`src/verilog/cim_cfg.svh`:
```
// Tile configuration macros that the package, the RTL modules and the testbench include
`ifndef CIM_CFG_SVH
`define CIM_CFG_SVH

// Datapath
`define CIM_WORD_W 16
`define CIM_NUM_CIMS 4
`define CIM_ID_W $clog2(`CIM_NUM_CIMS)

// Memory sizes
`define CIM_PARAM_DEPTH 64
`define CIM_INTRES_DEPTH 64
`define CIM_ADDR_W 6 // Covers both 64-word memories

// Sequence lengths
`define CIM_NUM_PATCHES 4

// Intermediate-result map
`define CIM_CLASS_TOKEN_MEM 0
`define CIM_PATCH_MEM 1 // Patches follow the class token

// Parameter map
`define CIM_CLASS_TOKEN_OFF 0
`define CIM_POS_EMB_OFF 8

`endif

```
`src/verilog/cim_pkg.sv`:
```
// Shared bus, memory-request and FSM types that the tile files reference by scoped name
`default_nettype none

`include "cim_cfg.svh"

package cim_pkg;

    typedef enum logic [2:0] {
        NOP                           = 3'd0,
        PATCH_LOAD_BROADCAST_START_OP = 3'd1,
        PATCH_LOAD_BROADCAST_OP       = 3'd2,
        PARAM_STREAM_START_OP         = 3'd3,
        PARAM_STREAM_OP               = 3'd4,
        DENSE_BROADCAST_START_OP      = 3'd5,
        DENSE_BROADCAST_DATA_OP       = 3'd6
    } bus_op_t;

    typedef enum logic [2:0] {
        CIM_IDLE,
        CIM_PATCH_LOAD,
        CIM_CLASS_TOKEN,
        CIM_POS_EMB,
        CIM_DONE
    } cim_state_t;

    typedef struct packed {
        bus_op_t                          op;
        logic [`CIM_ID_W-1:0]             target_or_sender;
        logic [2:0][`CIM_WORD_W-1:0]      data;
    } bus_word_t;

    // One port request into a memory
    typedef struct packed {
        logic                   rd;
        logic                   wr;
        logic [`CIM_ADDR_W-1:0] addr;
        logic [`CIM_WORD_W-1:0] wdata;
    } mem_req_t;

    typedef struct packed {
        logic                   start; // One-cycle pulse
        logic [`CIM_ADDR_W-1:0] addr;
        logic [1:0]             len;   // 1 or 3 words
    } tx_cmd_t;

endpackage

`default_nettype wire

```
`src/verilog/cim_mem.sv`:
```
// Parameter and intermediate-result memories with fixed-priority request selection
`default_nettype none

`include "cim_cfg.svh"

module cim_mem (
    input  logic                   clk,
    input  logic                   rst_n,
    input  cim_pkg::mem_req_t      rx_param_req,
    input  cim_pkg::mem_req_t      ctrl_param_req,
    input  cim_pkg::mem_req_t      rx_intres_req,
    input  cim_pkg::mem_req_t      ctrl_intres_req,
    input  cim_pkg::mem_req_t      tx_intres_req,
    output logic [`CIM_WORD_W-1:0] param_rdata,
    output logic [`CIM_WORD_W-1:0] intres_rdata
);

    localparam int W = `CIM_WORD_W;

    logic [W-1:0] param_mem  [`CIM_PARAM_DEPTH];
    logic [W-1:0] intres_mem [`CIM_INTRES_DEPTH];

    cim_pkg::mem_req_t param_sel;
    cim_pkg::mem_req_t intres_sel;

    // Higher source wins whenever it asks for anything
    function automatic cim_pkg::mem_req_t pick(input cim_pkg::mem_req_t hi,
                                               input cim_pkg::mem_req_t lo);
        return (hi.rd || hi.wr) ? hi : lo;
    endfunction

    assign param_sel  = pick(rx_param_req, ctrl_param_req);
    assign intres_sel = pick(rx_intres_req, pick(ctrl_intres_req, tx_intres_req));

    always_ff @(posedge clk) begin
        if (param_sel.wr) begin
            param_mem[param_sel.addr] <= param_sel.wdata;
        end
        if (intres_sel.wr) begin
            intres_mem[intres_sel.addr] <= intres_sel.wdata;
        end
    end

    // Read data lands one cycle after the request
    always_ff @(posedge clk) begin
        if (!rst_n) begin
            param_rdata  <= '0;
            intres_rdata <= '0;
        end else begin
            if (param_sel.rd) begin
                param_rdata <= param_mem[param_sel.addr];
            end
            if (intres_sel.rd) begin
                intres_rdata <= intres_mem[intres_sel.addr];
            end
        end
    end

endmodule

`default_nettype wire

```
`src/verilog/cim_bus_rx.sv`:
```
// Bus receive FSM that decodes opcodes, stores parameters and patches, and launches transmits
`default_nettype none

`include "cim_cfg.svh"

module cim_bus_rx #(
    parameter int ID = 0
) (
    input  logic               clk,
    input  logic               rst_n,
    input  cim_pkg::bus_word_t bus_in,
    output cim_pkg::mem_req_t  param_req,
    output cim_pkg::mem_req_t  intres_req,
    output logic               patch_loaded,
    output cim_pkg::tx_cmd_t   tx_cmd
);

    localparam int W     = `CIM_WORD_W;
    localparam int AW    = `CIM_ADDR_W;
    localparam int IDW   = `CIM_ID_W;
    localparam int PCW   = $clog2(`CIM_NUM_PATCHES + 1);
    localparam int NPATCH = `CIM_NUM_PATCHES;

    logic [AW-1:0]  base_addr;
    logic [AW-1:0]  word_cnt;
    logic [1:0]     slot_idx;  // Data slot of the next streamed word
    logic [PCW-1:0] patch_cnt;
    logic           for_me;
    logic           patch_room;

    assign for_me     = (bus_in.target_or_sender == IDW'(ID));
    assign patch_room = (patch_cnt < PCW'(NPATCH));

    // Writes go straight from the bus so the word is stored at the sampling edge
    always_comb begin
        param_req  = '0;
        intres_req = '0;
        if (bus_in.op == cim_pkg::PARAM_STREAM_OP && for_me) begin
            param_req.wr    = 1'b1;
            param_req.addr  = base_addr + word_cnt;
            param_req.wdata = bus_in.data[slot_idx];
        end
        if (bus_in.op == cim_pkg::PATCH_LOAD_BROADCAST_OP && patch_room) begin
            intres_req.wr    = 1'b1;
            intres_req.addr  = AW'(`CIM_PATCH_MEM) + AW'(patch_cnt);
            intres_req.wdata = bus_in.data[0];
        end
    end

    always_ff @(posedge clk) begin
        if (bus_in.op == cim_pkg::PARAM_STREAM_START_OP) begin
            base_addr <= bus_in.data[0][AW-1:0];
        end
    end

    always_ff @(posedge clk) begin
        if (!rst_n) begin
            word_cnt     <= '0;
            slot_idx     <= '0;
            patch_cnt    <= '0;
            patch_loaded <= 1'b0;
            tx_cmd       <= '0;
        end else begin
            patch_loaded <= 1'b0;
            tx_cmd.start <= 1'b0;
            case (bus_in.op)
                cim_pkg::PARAM_STREAM_START_OP: begin
                    word_cnt <= '0;
                    slot_idx <= '0;
                end
                cim_pkg::PARAM_STREAM_OP: begin
                    if (for_me) begin
                        word_cnt <= word_cnt + AW'(1);
                        slot_idx <= (slot_idx == 2'd2) ? 2'd0 : slot_idx + 2'd1;
                    end
                end
                cim_pkg::PATCH_LOAD_BROADCAST_START_OP: begin
                    patch_cnt <= '0;
                end
                cim_pkg::PATCH_LOAD_BROADCAST_OP: begin
                    if (patch_room) begin
                        patch_cnt    <= patch_cnt + PCW'(1);
                        patch_loaded <= (patch_cnt == PCW'(NPATCH - 1)); // Last patch
                    end
                end
                cim_pkg::DENSE_BROADCAST_START_OP: begin
                    if (for_me) begin
                        tx_cmd.start <= 1'b1;
                        tx_cmd.addr  <= bus_in.data[0][AW-1:0];
                        tx_cmd.len   <= (bus_in.data[1] == W'(1)) ? 2'd1 : 2'd3;
                    end
                end
                default: begin
                end
            endcase
        end
    end

endmodule

`default_nettype wire

```
`src/verilog/cim_compute_ctrl.sv`:
```
// Inference control FSM running the class-token copy and positional-embedding add
`default_nettype none

`include "cim_cfg.svh"

module cim_compute_ctrl (
    input  logic                   clk,
    input  logic                   rst_n,
    input  logic                   patch_loaded,
    input  logic [`CIM_WORD_W-1:0] param_rdata,
    input  logic [`CIM_WORD_W-1:0] intres_rdata,
    output cim_pkg::mem_req_t      param_req,
    output cim_pkg::mem_req_t      intres_req,
    output logic                   compute_busy
);

    localparam int W     = `CIM_WORD_W;
    localparam int AW    = `CIM_ADDR_W;
    localparam int IDX_W = $clog2(`CIM_NUM_PATCHES + 2);
    localparam int LAST  = `CIM_NUM_PATCHES; // Class token plus every patch

    cim_pkg::cim_state_t state;

    logic [1:0]       step;   // Read, combine, write
    logic [IDX_W-1:0] idx;
    logic [W-1:0]     hold_q;

    assign compute_busy = (state == cim_pkg::CIM_CLASS_TOKEN) ||
                          (state == cim_pkg::CIM_POS_EMB);

    always_comb begin
        param_req  = '0;
        intres_req = '0;
        case (state)
            cim_pkg::CIM_CLASS_TOKEN: begin
                if (step == 2'd0) begin
                    param_req.rd   = 1'b1;
                    param_req.addr = AW'(`CIM_CLASS_TOKEN_OFF);
                end
                if (step == 2'd2) begin
                    intres_req.wr    = 1'b1;
                    intres_req.addr  = AW'(`CIM_CLASS_TOKEN_MEM);
                    intres_req.wdata = hold_q;
                end
            end
            cim_pkg::CIM_POS_EMB: begin
                if (step == 2'd0) begin
                    param_req.rd    = 1'b1;
                    param_req.addr  = AW'(`CIM_POS_EMB_OFF) + AW'(idx);
                    intres_req.rd   = 1'b1;
                    intres_req.addr = AW'(`CIM_CLASS_TOKEN_MEM) + AW'(idx);
                end
                if (step == 2'd2) begin
                    intres_req.wr    = 1'b1;
                    intres_req.addr  = AW'(`CIM_CLASS_TOKEN_MEM) + AW'(idx);
                    intres_req.wdata = hold_q;
                end
            end
            default: begin
            end
        endcase
    end

    // Sum wraps to the word width
    always_ff @(posedge clk) begin
        if (step == 2'd1) begin
            hold_q <= (state == cim_pkg::CIM_POS_EMB) ? param_rdata + intres_rdata
                                                       : param_rdata;
        end
    end

    always_ff @(posedge clk) begin
        if (!rst_n) begin
            state <= cim_pkg::CIM_IDLE;
            step  <= '0;
            idx   <= '0;
        end else begin
            case (state)
                cim_pkg::CIM_IDLE: begin
                    state <= cim_pkg::CIM_PATCH_LOAD;
                end
                cim_pkg::CIM_PATCH_LOAD,
                cim_pkg::CIM_DONE: begin
                    if (patch_loaded) begin // New image restarts the sequence
                        state <= cim_pkg::CIM_CLASS_TOKEN;
                        step  <= '0;
                    end
                end
                cim_pkg::CIM_CLASS_TOKEN: begin
                    step <= (step == 2'd2) ? 2'd0 : step + 2'd1;
                    if (step == 2'd2) begin
                        state <= cim_pkg::CIM_POS_EMB;
                        idx   <= '0;
                    end
                end
                cim_pkg::CIM_POS_EMB: begin
                    step <= (step == 2'd2) ? 2'd0 : step + 2'd1;
                    if (step == 2'd2) begin
                        idx <= idx + IDX_W'(1);
                        if (idx == IDX_W'(LAST)) begin
                            state <= cim_pkg::CIM_DONE;
                        end
                    end
                end
                default: begin
                    state <= cim_pkg::CIM_IDLE;
                end
            endcase
        end
    end

endmodule

`default_nettype wire

```
`src/verilog/cim_bus_tx.sv`:
```
// Fill-and-send FSM that gathers result words and drives one dense broadcast beat
`default_nettype none

`include "cim_cfg.svh"

module cim_bus_tx #(
    parameter int ID = 0
) (
    input  logic                   clk,
    input  logic                   rst_n,
    input  cim_pkg::tx_cmd_t       tx_cmd,
    input  logic [`CIM_WORD_W-1:0] intres_rdata,
    output cim_pkg::mem_req_t      intres_req,
    output cim_pkg::bus_word_t     bus_out,
    output logic                   bus_drive,
    output logic                   tx_busy
);

    localparam int W   = `CIM_WORD_W;
    localparam int AW  = `CIM_ADDR_W;
    localparam int IDW = `CIM_ID_W;

    typedef enum logic [1:0] {TX_IDLE, TX_READ, TX_FILL, TX_SEND} tx_state_t;

    tx_state_t         state;
    logic [AW-1:0]     addr_q;
    logic [1:0]        len_q;
    logic [1:0]        word_idx;
    logic [1:0]        slot;
    logic [2:0][W-1:0] data_q;
    logic              last_word;

    assign slot      = (len_q == 2'd1) ? 2'd2 : word_idx; // Single word rides in slot 2
    assign last_word = (word_idx == len_q - 2'd1);
    assign bus_drive = (state == TX_SEND);
    assign tx_busy   = (state != TX_IDLE);

    always_comb begin
        intres_req = '0;
        if (state == TX_READ) begin
            intres_req.rd   = 1'b1;
            intres_req.addr = addr_q + AW'(word_idx);
        end
    end

    always_comb begin
        bus_out.op               = bus_drive ? cim_pkg::DENSE_BROADCAST_DATA_OP : cim_pkg::NOP;
        bus_out.target_or_sender = IDW'(ID);
        bus_out.data             = data_q;
    end

    always_ff @(posedge clk) begin
        if (state == TX_IDLE && tx_cmd.start) begin
            addr_q <= tx_cmd.addr;
            len_q  <= tx_cmd.len;
            data_q <= '0; // Unused slots go out as zero
        end else if (state == TX_FILL) begin
            data_q[slot] <= intres_rdata;
        end
    end

    always_ff @(posedge clk) begin
        if (!rst_n) begin
            state    <= TX_IDLE;
            word_idx <= '0;
        end else begin
            case (state)
                TX_IDLE: begin
                    word_idx <= '0;
                    if (tx_cmd.start) begin
                        state <= TX_READ;
                    end
                end
                TX_READ: state <= TX_FILL;
                TX_FILL: begin
                    if (last_word) begin
                        state <= TX_SEND;
                    end else begin
                        word_idx <= word_idx + 2'd1;
                        state    <= TX_READ;
                    end
                end
                default: state <= TX_IDLE; // Beat lasts one cycle
            endcase
        end
    end

endmodule

`default_nettype wire

```
`src/verilog/cim.sv`:
```
// Tile top level joining the bus FSMs, the compute FSM and the two memories
`default_nettype none

`include "cim_cfg.svh"

module cim #(
    parameter int ID = 0
) (
    input  logic               clk,
    input  logic               rst_n,
    input  cim_pkg::bus_word_t bus_in,
    output cim_pkg::bus_word_t bus_out,
    output logic               bus_drive,
    output logic               is_ready
);

    cim_pkg::mem_req_t rx_param_req;
    cim_pkg::mem_req_t rx_intres_req;
    cim_pkg::mem_req_t ctrl_param_req;
    cim_pkg::mem_req_t ctrl_intres_req;
    cim_pkg::mem_req_t tx_intres_req;
    cim_pkg::tx_cmd_t  tx_cmd;

    logic [`CIM_WORD_W-1:0] param_rdata;
    logic [`CIM_WORD_W-1:0] intres_rdata;
    logic                   patch_loaded;
    logic                   compute_busy;
    logic                   tx_busy;

    assign is_ready = !compute_busy && !tx_busy;

    cim_mem mem_i (
        .clk             (clk),
        .rst_n           (rst_n),
        .rx_param_req    (rx_param_req),
        .ctrl_param_req  (ctrl_param_req),
        .rx_intres_req   (rx_intres_req),
        .ctrl_intres_req (ctrl_intres_req),
        .tx_intres_req   (tx_intres_req),
        .param_rdata     (param_rdata),
        .intres_rdata    (intres_rdata)
    );

    cim_bus_rx #(.ID(ID)) rx_i (
        .clk          (clk),
        .rst_n        (rst_n),
        .bus_in       (bus_in),
        .param_req    (rx_param_req),
        .intres_req   (rx_intres_req),
        .patch_loaded (patch_loaded),
        .tx_cmd       (tx_cmd)
    );

    cim_compute_ctrl ctrl_i (
        .clk          (clk),
        .rst_n        (rst_n),
        .patch_loaded (patch_loaded),
        .param_rdata  (param_rdata),
        .intres_rdata (intres_rdata),
        .param_req    (ctrl_param_req),
        .intres_req   (ctrl_intres_req),
        .compute_busy (compute_busy)
    );

    cim_bus_tx #(.ID(ID)) tx_i (
        .clk          (clk),
        .rst_n        (rst_n),
        .tx_cmd       (tx_cmd),
        .intres_rdata (intres_rdata),
        .intres_req   (tx_intres_req),
        .bus_out      (bus_out),
        .bus_drive    (bus_drive),
        .tx_busy      (tx_busy)
    );

endmodule

`default_nettype wire

```
`config.mk`:
```
export PLATFORM = sky130hd
export DESIGN_NAME = cim
export DESIGN_NICKNAME = d
export VERILOG_FILES = /design/src/verilog/cim_pkg.sv /design/src/verilog/cim_mem.sv /design/src/verilog/cim_bus_rx.sv /design/src/verilog/cim_compute_ctrl.sv /design/src/verilog/cim_bus_tx.sv /design/src/verilog/cim.sv
export VERILOG_INCLUDE_DIRS = /design/src /design/src/verilog
export SDC_FILE = /design/constraint.sdc
export NUM_CORES = 2
export LEC_CHECK = 0
export ABC_CLOCK_PERIOD_IN_PS = 6750
export BUFFER_PORTS_ARGS = -buffer_cell sky130_fd_sc_hd__buf_2
export CAP_MARGIN = 25
export CORE_ASPECT_RATIO = 0.5
export CORE_MARGIN = 8
export CORE_UTILIZATION = 30
export DETAILED_ROUTE_END_ITERATION = 10
export PLACE_DENSITY_LB_ADDON = 0.3
export SETUP_SLACK_MARGIN = 0.15
export SYNTH_ARGS = -nofsm -noshare
export SYNTH_HDL_FRONTEND = slang
export SYNTH_HIERARCHICAL = 1
export SYNTH_SLANG_ARGS = --single-unit
```
`constraint.sdc`:
```
create_clock -name clk -period 6.75 [get_ports clk]
set_clock_uncertainty 0.05 [all_clocks]
set_input_delay 0.675 -clock clk [delete_from_list [all_inputs] [get_ports clk]]
set_output_delay 0.675 -clock clk [all_outputs]
set_load 0.005 [all_outputs]
```
==> results.py <==
metrics = {
    "worst_setup_path": {
        "max_stage_delay_ns": 0.84,
        "path_max_fanout": 44,
        "path_buf_inv": 2,
        "worst-setup-path-type": "register to register",
        "worstPathArrival_ns": 5.86,
        "crit_path_end_kind": "register",
        "worstSetupStartpointType": "register",
        "cp_cell_sequence": "nand3b_4 > nor4_1 > or4b_1 > o21a_1 > nor2_4 > buf_12 > nand2_1 > nor2_1 > buf_4",
        "critical_path.top_delay_family": "simple AND/OR/NAND/NOR gates",
        "crit_required_ns": 7.21,
        "slowest_stage": "nor2_4",
        "r2r_slack_ns": 1.35,
    },
    "clock_tree": {
        "cts_buffers": 211,
        "cts_repair_resize_count": 0,
        "clk_latency_ns": 0.88,
        "cts_max_level": 4,
        "cts_setup_buffers": 0,
        "cts_tree": "yes",
        "clockRootBuffer": "clkbuf_16",
        "cts_sinks": 2191,
        "ctsHoldBuffers": 0,
        "clk_pin_slew_ns": 0.07,
        "clockBufferDepth": 4,
    },
    "synthesis": {
        "ys_ff_latch": 2191,
        "seq_area_frac_synth": 0.765,
        "netlist_area_mm2": 0.0845,
        "synth-edff-count": 2078,
        "synthArstFlopShare": 0,
        "postSynthAreaPerCell_um2": 16.2,
        "synthCells": 5222,
        "netlist-cell-type-count": 100,
        "synth_ff_type": "edfxtp_1",
        "synth_warnings": 6,
    },
    "pwr": {
        "finalPower_mw": 27.8,
        "power.density_mw_per_mm2": 285,
        "irDropWorstVdd_v": 0.000193,
        "p_leak_nw": 31.1,
    },
    "timing": {
        "tns_ns": 0,
        "rsz0062_at_grt": "no",
        "setup_viol": 0,
        "max_freq_mhz": 185,
        "layout_setup_ws_ns": 1.35,
        "tightestPinTransition_ns": 1.07,
        "slew_headroom": 0.266,
        "hold_viol": 0,
        "min_period_ns": 5.40,
        "whs_ns": 0.0810,
        "finalMaxSlewViolations": 0,
        "layout_worst_path_cycle_share": 0.800,
    },
    "status": {
        "run_status": "completed",
    },
    "global_route": {
        "first_global_vias": 49100,
        "grt.overflow.total": 0,
        "antenna_found_initial": 12,
        "gr-usage-all-layers": 0.173,
        "grt_pass1_wl_mm": 380,
        "grt_max_degree": 76,
    },
    "final_layout": {
        "final_util": 0.350,
        "fin_cells": 9441,
        "stdcell_area_mm2": 0.0978,
        "layout_commonest_cell": "edfxtp_1",
        "layout.nets": 5601,
        "area_growth_pct": 15.7,
        "final_cell_mix": "edfxtp_1, a22oi_1, nand2_1",
        "drive_above_1_share": 0.158,
    },
    "place": {
        "io_buffers": 106,
        "hpwlAfterDp_mm": 164,
        "placed_cell_area_mm2": 0.0911,
        "pre_cts_slack_ns": 1.18,
        "dp_cells": 9052,
        "gp_congestion": 0.837,
    },
    "floorplan": {
        "start_util": 0.302,
        "io_pins": 110,
        "die_y_um": 391,
        "rows": 137,
        "dieArea_mm2": 0.300,
        "dieWidth_um": 767,
        "coreArea_mm2": 0.280,
    },
    "route": {
        "drt-initial-drc-count": 7293,
        "num_vias": 50900,
        "ant_nets": 0,
        "drt_first_pass_iters": 9,
        "wirelength_mm": 270,
        "viasPerCell": 5.40,
        "drc_errors": 0,
        "wl_per_cell_um": 28.7,
    },
    "min_path": {
        "min_path_type": "primary input to register",
    },
    "run": {
        "cap_viol_max_count": 0,
    },
}
## flip-flops by register name, indices dropped and copies added, names as in the netlist
name / count
ctrl_i/hold_q: 16
rx_i/base_addr: 6
rx_i/patch_cnt: 3
rx_i/slot_idx: 2
tx_i/state: 2
rx_i/tx_cmd: 9
tx_i/word_idx: 2
mem_i/intres_rdata: 16
tx_i/len_q: 2
tx_i/addr_q: 6
ctrl_i/state: 3
tx_i/bus_out: 48
rx_i/word_cnt: 6
rx_i/patch_loaded: 1
mem_i/param_rdata: 16
mem_i/intres_mem: 1024
ctrl_i/idx: 3
mem_i/param_mem: 1024
ctrl_i/step: 2
## worst reg2reg max path: cells and delay by family (launching register included)
kind / cells / cell delay (ns)
AOI/OAI and AO/OA: 1 / 0.37
buffers and inverters: 2 / 0.68
DFF: 1 / 0.57
and+or+nand+nor: 6 / 3.39
## where the power goes
| group | internal, mW | switching [mW] |
|---|---|---|
| Combinational | 0.312 | 0.918 |
| Clock | 6.41 | 5.11 |
| Sequential | 15.0 | 0.0819 |
## Yosys cell counts (all sizes together) (6+ instances only)
cell type / number / area share
and2: 48 / 0.0036
a41oi: 63 / 0.0065
nand3b: 8 / 0.00090
o221a: 6 / 0.00080
o21ai: 124 / 0.0075
a221o: 14 / 0.0017
nand3: 39 / 0.0024
clkbuf: 122 / 0.0054
nor2b: 15 / 0.0011
inv: 24 / 0.0011
a222oi: 150 / 0.018
and3: 11 / 0.00081
xor2: 10 / 0.0010
o22ai: 72 / 0.0054
o211ai: 38 / 0.0034
nor2: 262 / 0.012
nand2: 363 / 0.016
nor3b: 11 / 0.0012
o21a: 11 / 0.00098
buf: 260 / 0.018
o2111ai: 8 / 0.00083
a211oi: 12 / 0.0011
mux2: 65 / 0.0087
or4: 11 / 0.00098
a22o: 54 / 0.0056
nand4: 10 / 0.00074
nor4: 37 / 0.0029
a221oi: 58 / 0.0060
dfxtp: 113 / 0.027
edfxtp: 2078 / 0.74
a21oi: 185 / 0.011
or3: 6 / 0.00044
nor3: 32 / 0.0020
ha: 28 / 0.0041
a21boi: 7 / 0.00062
a22oi: 450 / 0.040
a21o: 8 / 0.00071
mux2i: 186 / 0.022
a31oi: 121 / 0.0090
nand2b: 18 / 0.0013
## area by class of cell
cell class	instances	area (um2)
Timing Repair Buffer	418	3140
Inverter	24	90.1
Tap cell	3753	4700
Fill cell	26400	182000
Antenna cell	5	12.5
Sequential cell	2191	64700
Clock inverter	118	942
Clock buffer	263	5610
Multi-Input combinational cell	2669	18600
## layer usage
metal,global-route usage,vias to the layer above,part of all wire
li1,-,21800,-
met1,0.232,26400,0.41
met2,0.281,2367,0.47
met3,0.0290,421,0.080
met4,0.0650,4,0.040
met5,0,-,0.00010
## final timing paths
path / from / to / cells past startpoint
max: ctrl_i/state[0]$_SDFFE_PN0P_ / mem_i/param_mem[11][7]$_DFFE_PP_ / 9
min: bus_in[3] / rx_i/base_addr[3]$_DFFE_PP_ / 1
max reg2reg: ctrl_i/state[0]$_SDFFE_PN0P_ / mem_i/param_mem[11][7]$_DFFE_PP_ / 9
min reg2reg: rx_i/tx_cmd[1]$_SDFFE_PN0P_ / tx_i/len_q[1]$_DFFE_PP_ / 0
## cell families after synthesis
family | synth area share
buf+inv | 0.0242
xor+xnor | 0.00155
compound gates | 0.124
flops | 0.765
fa+ha+maj | 0.00486
mux | 0.0308
other cells | 0.000133
simple gates | 0.0493
Note: power is estimated with default switching activity, not from simulation.
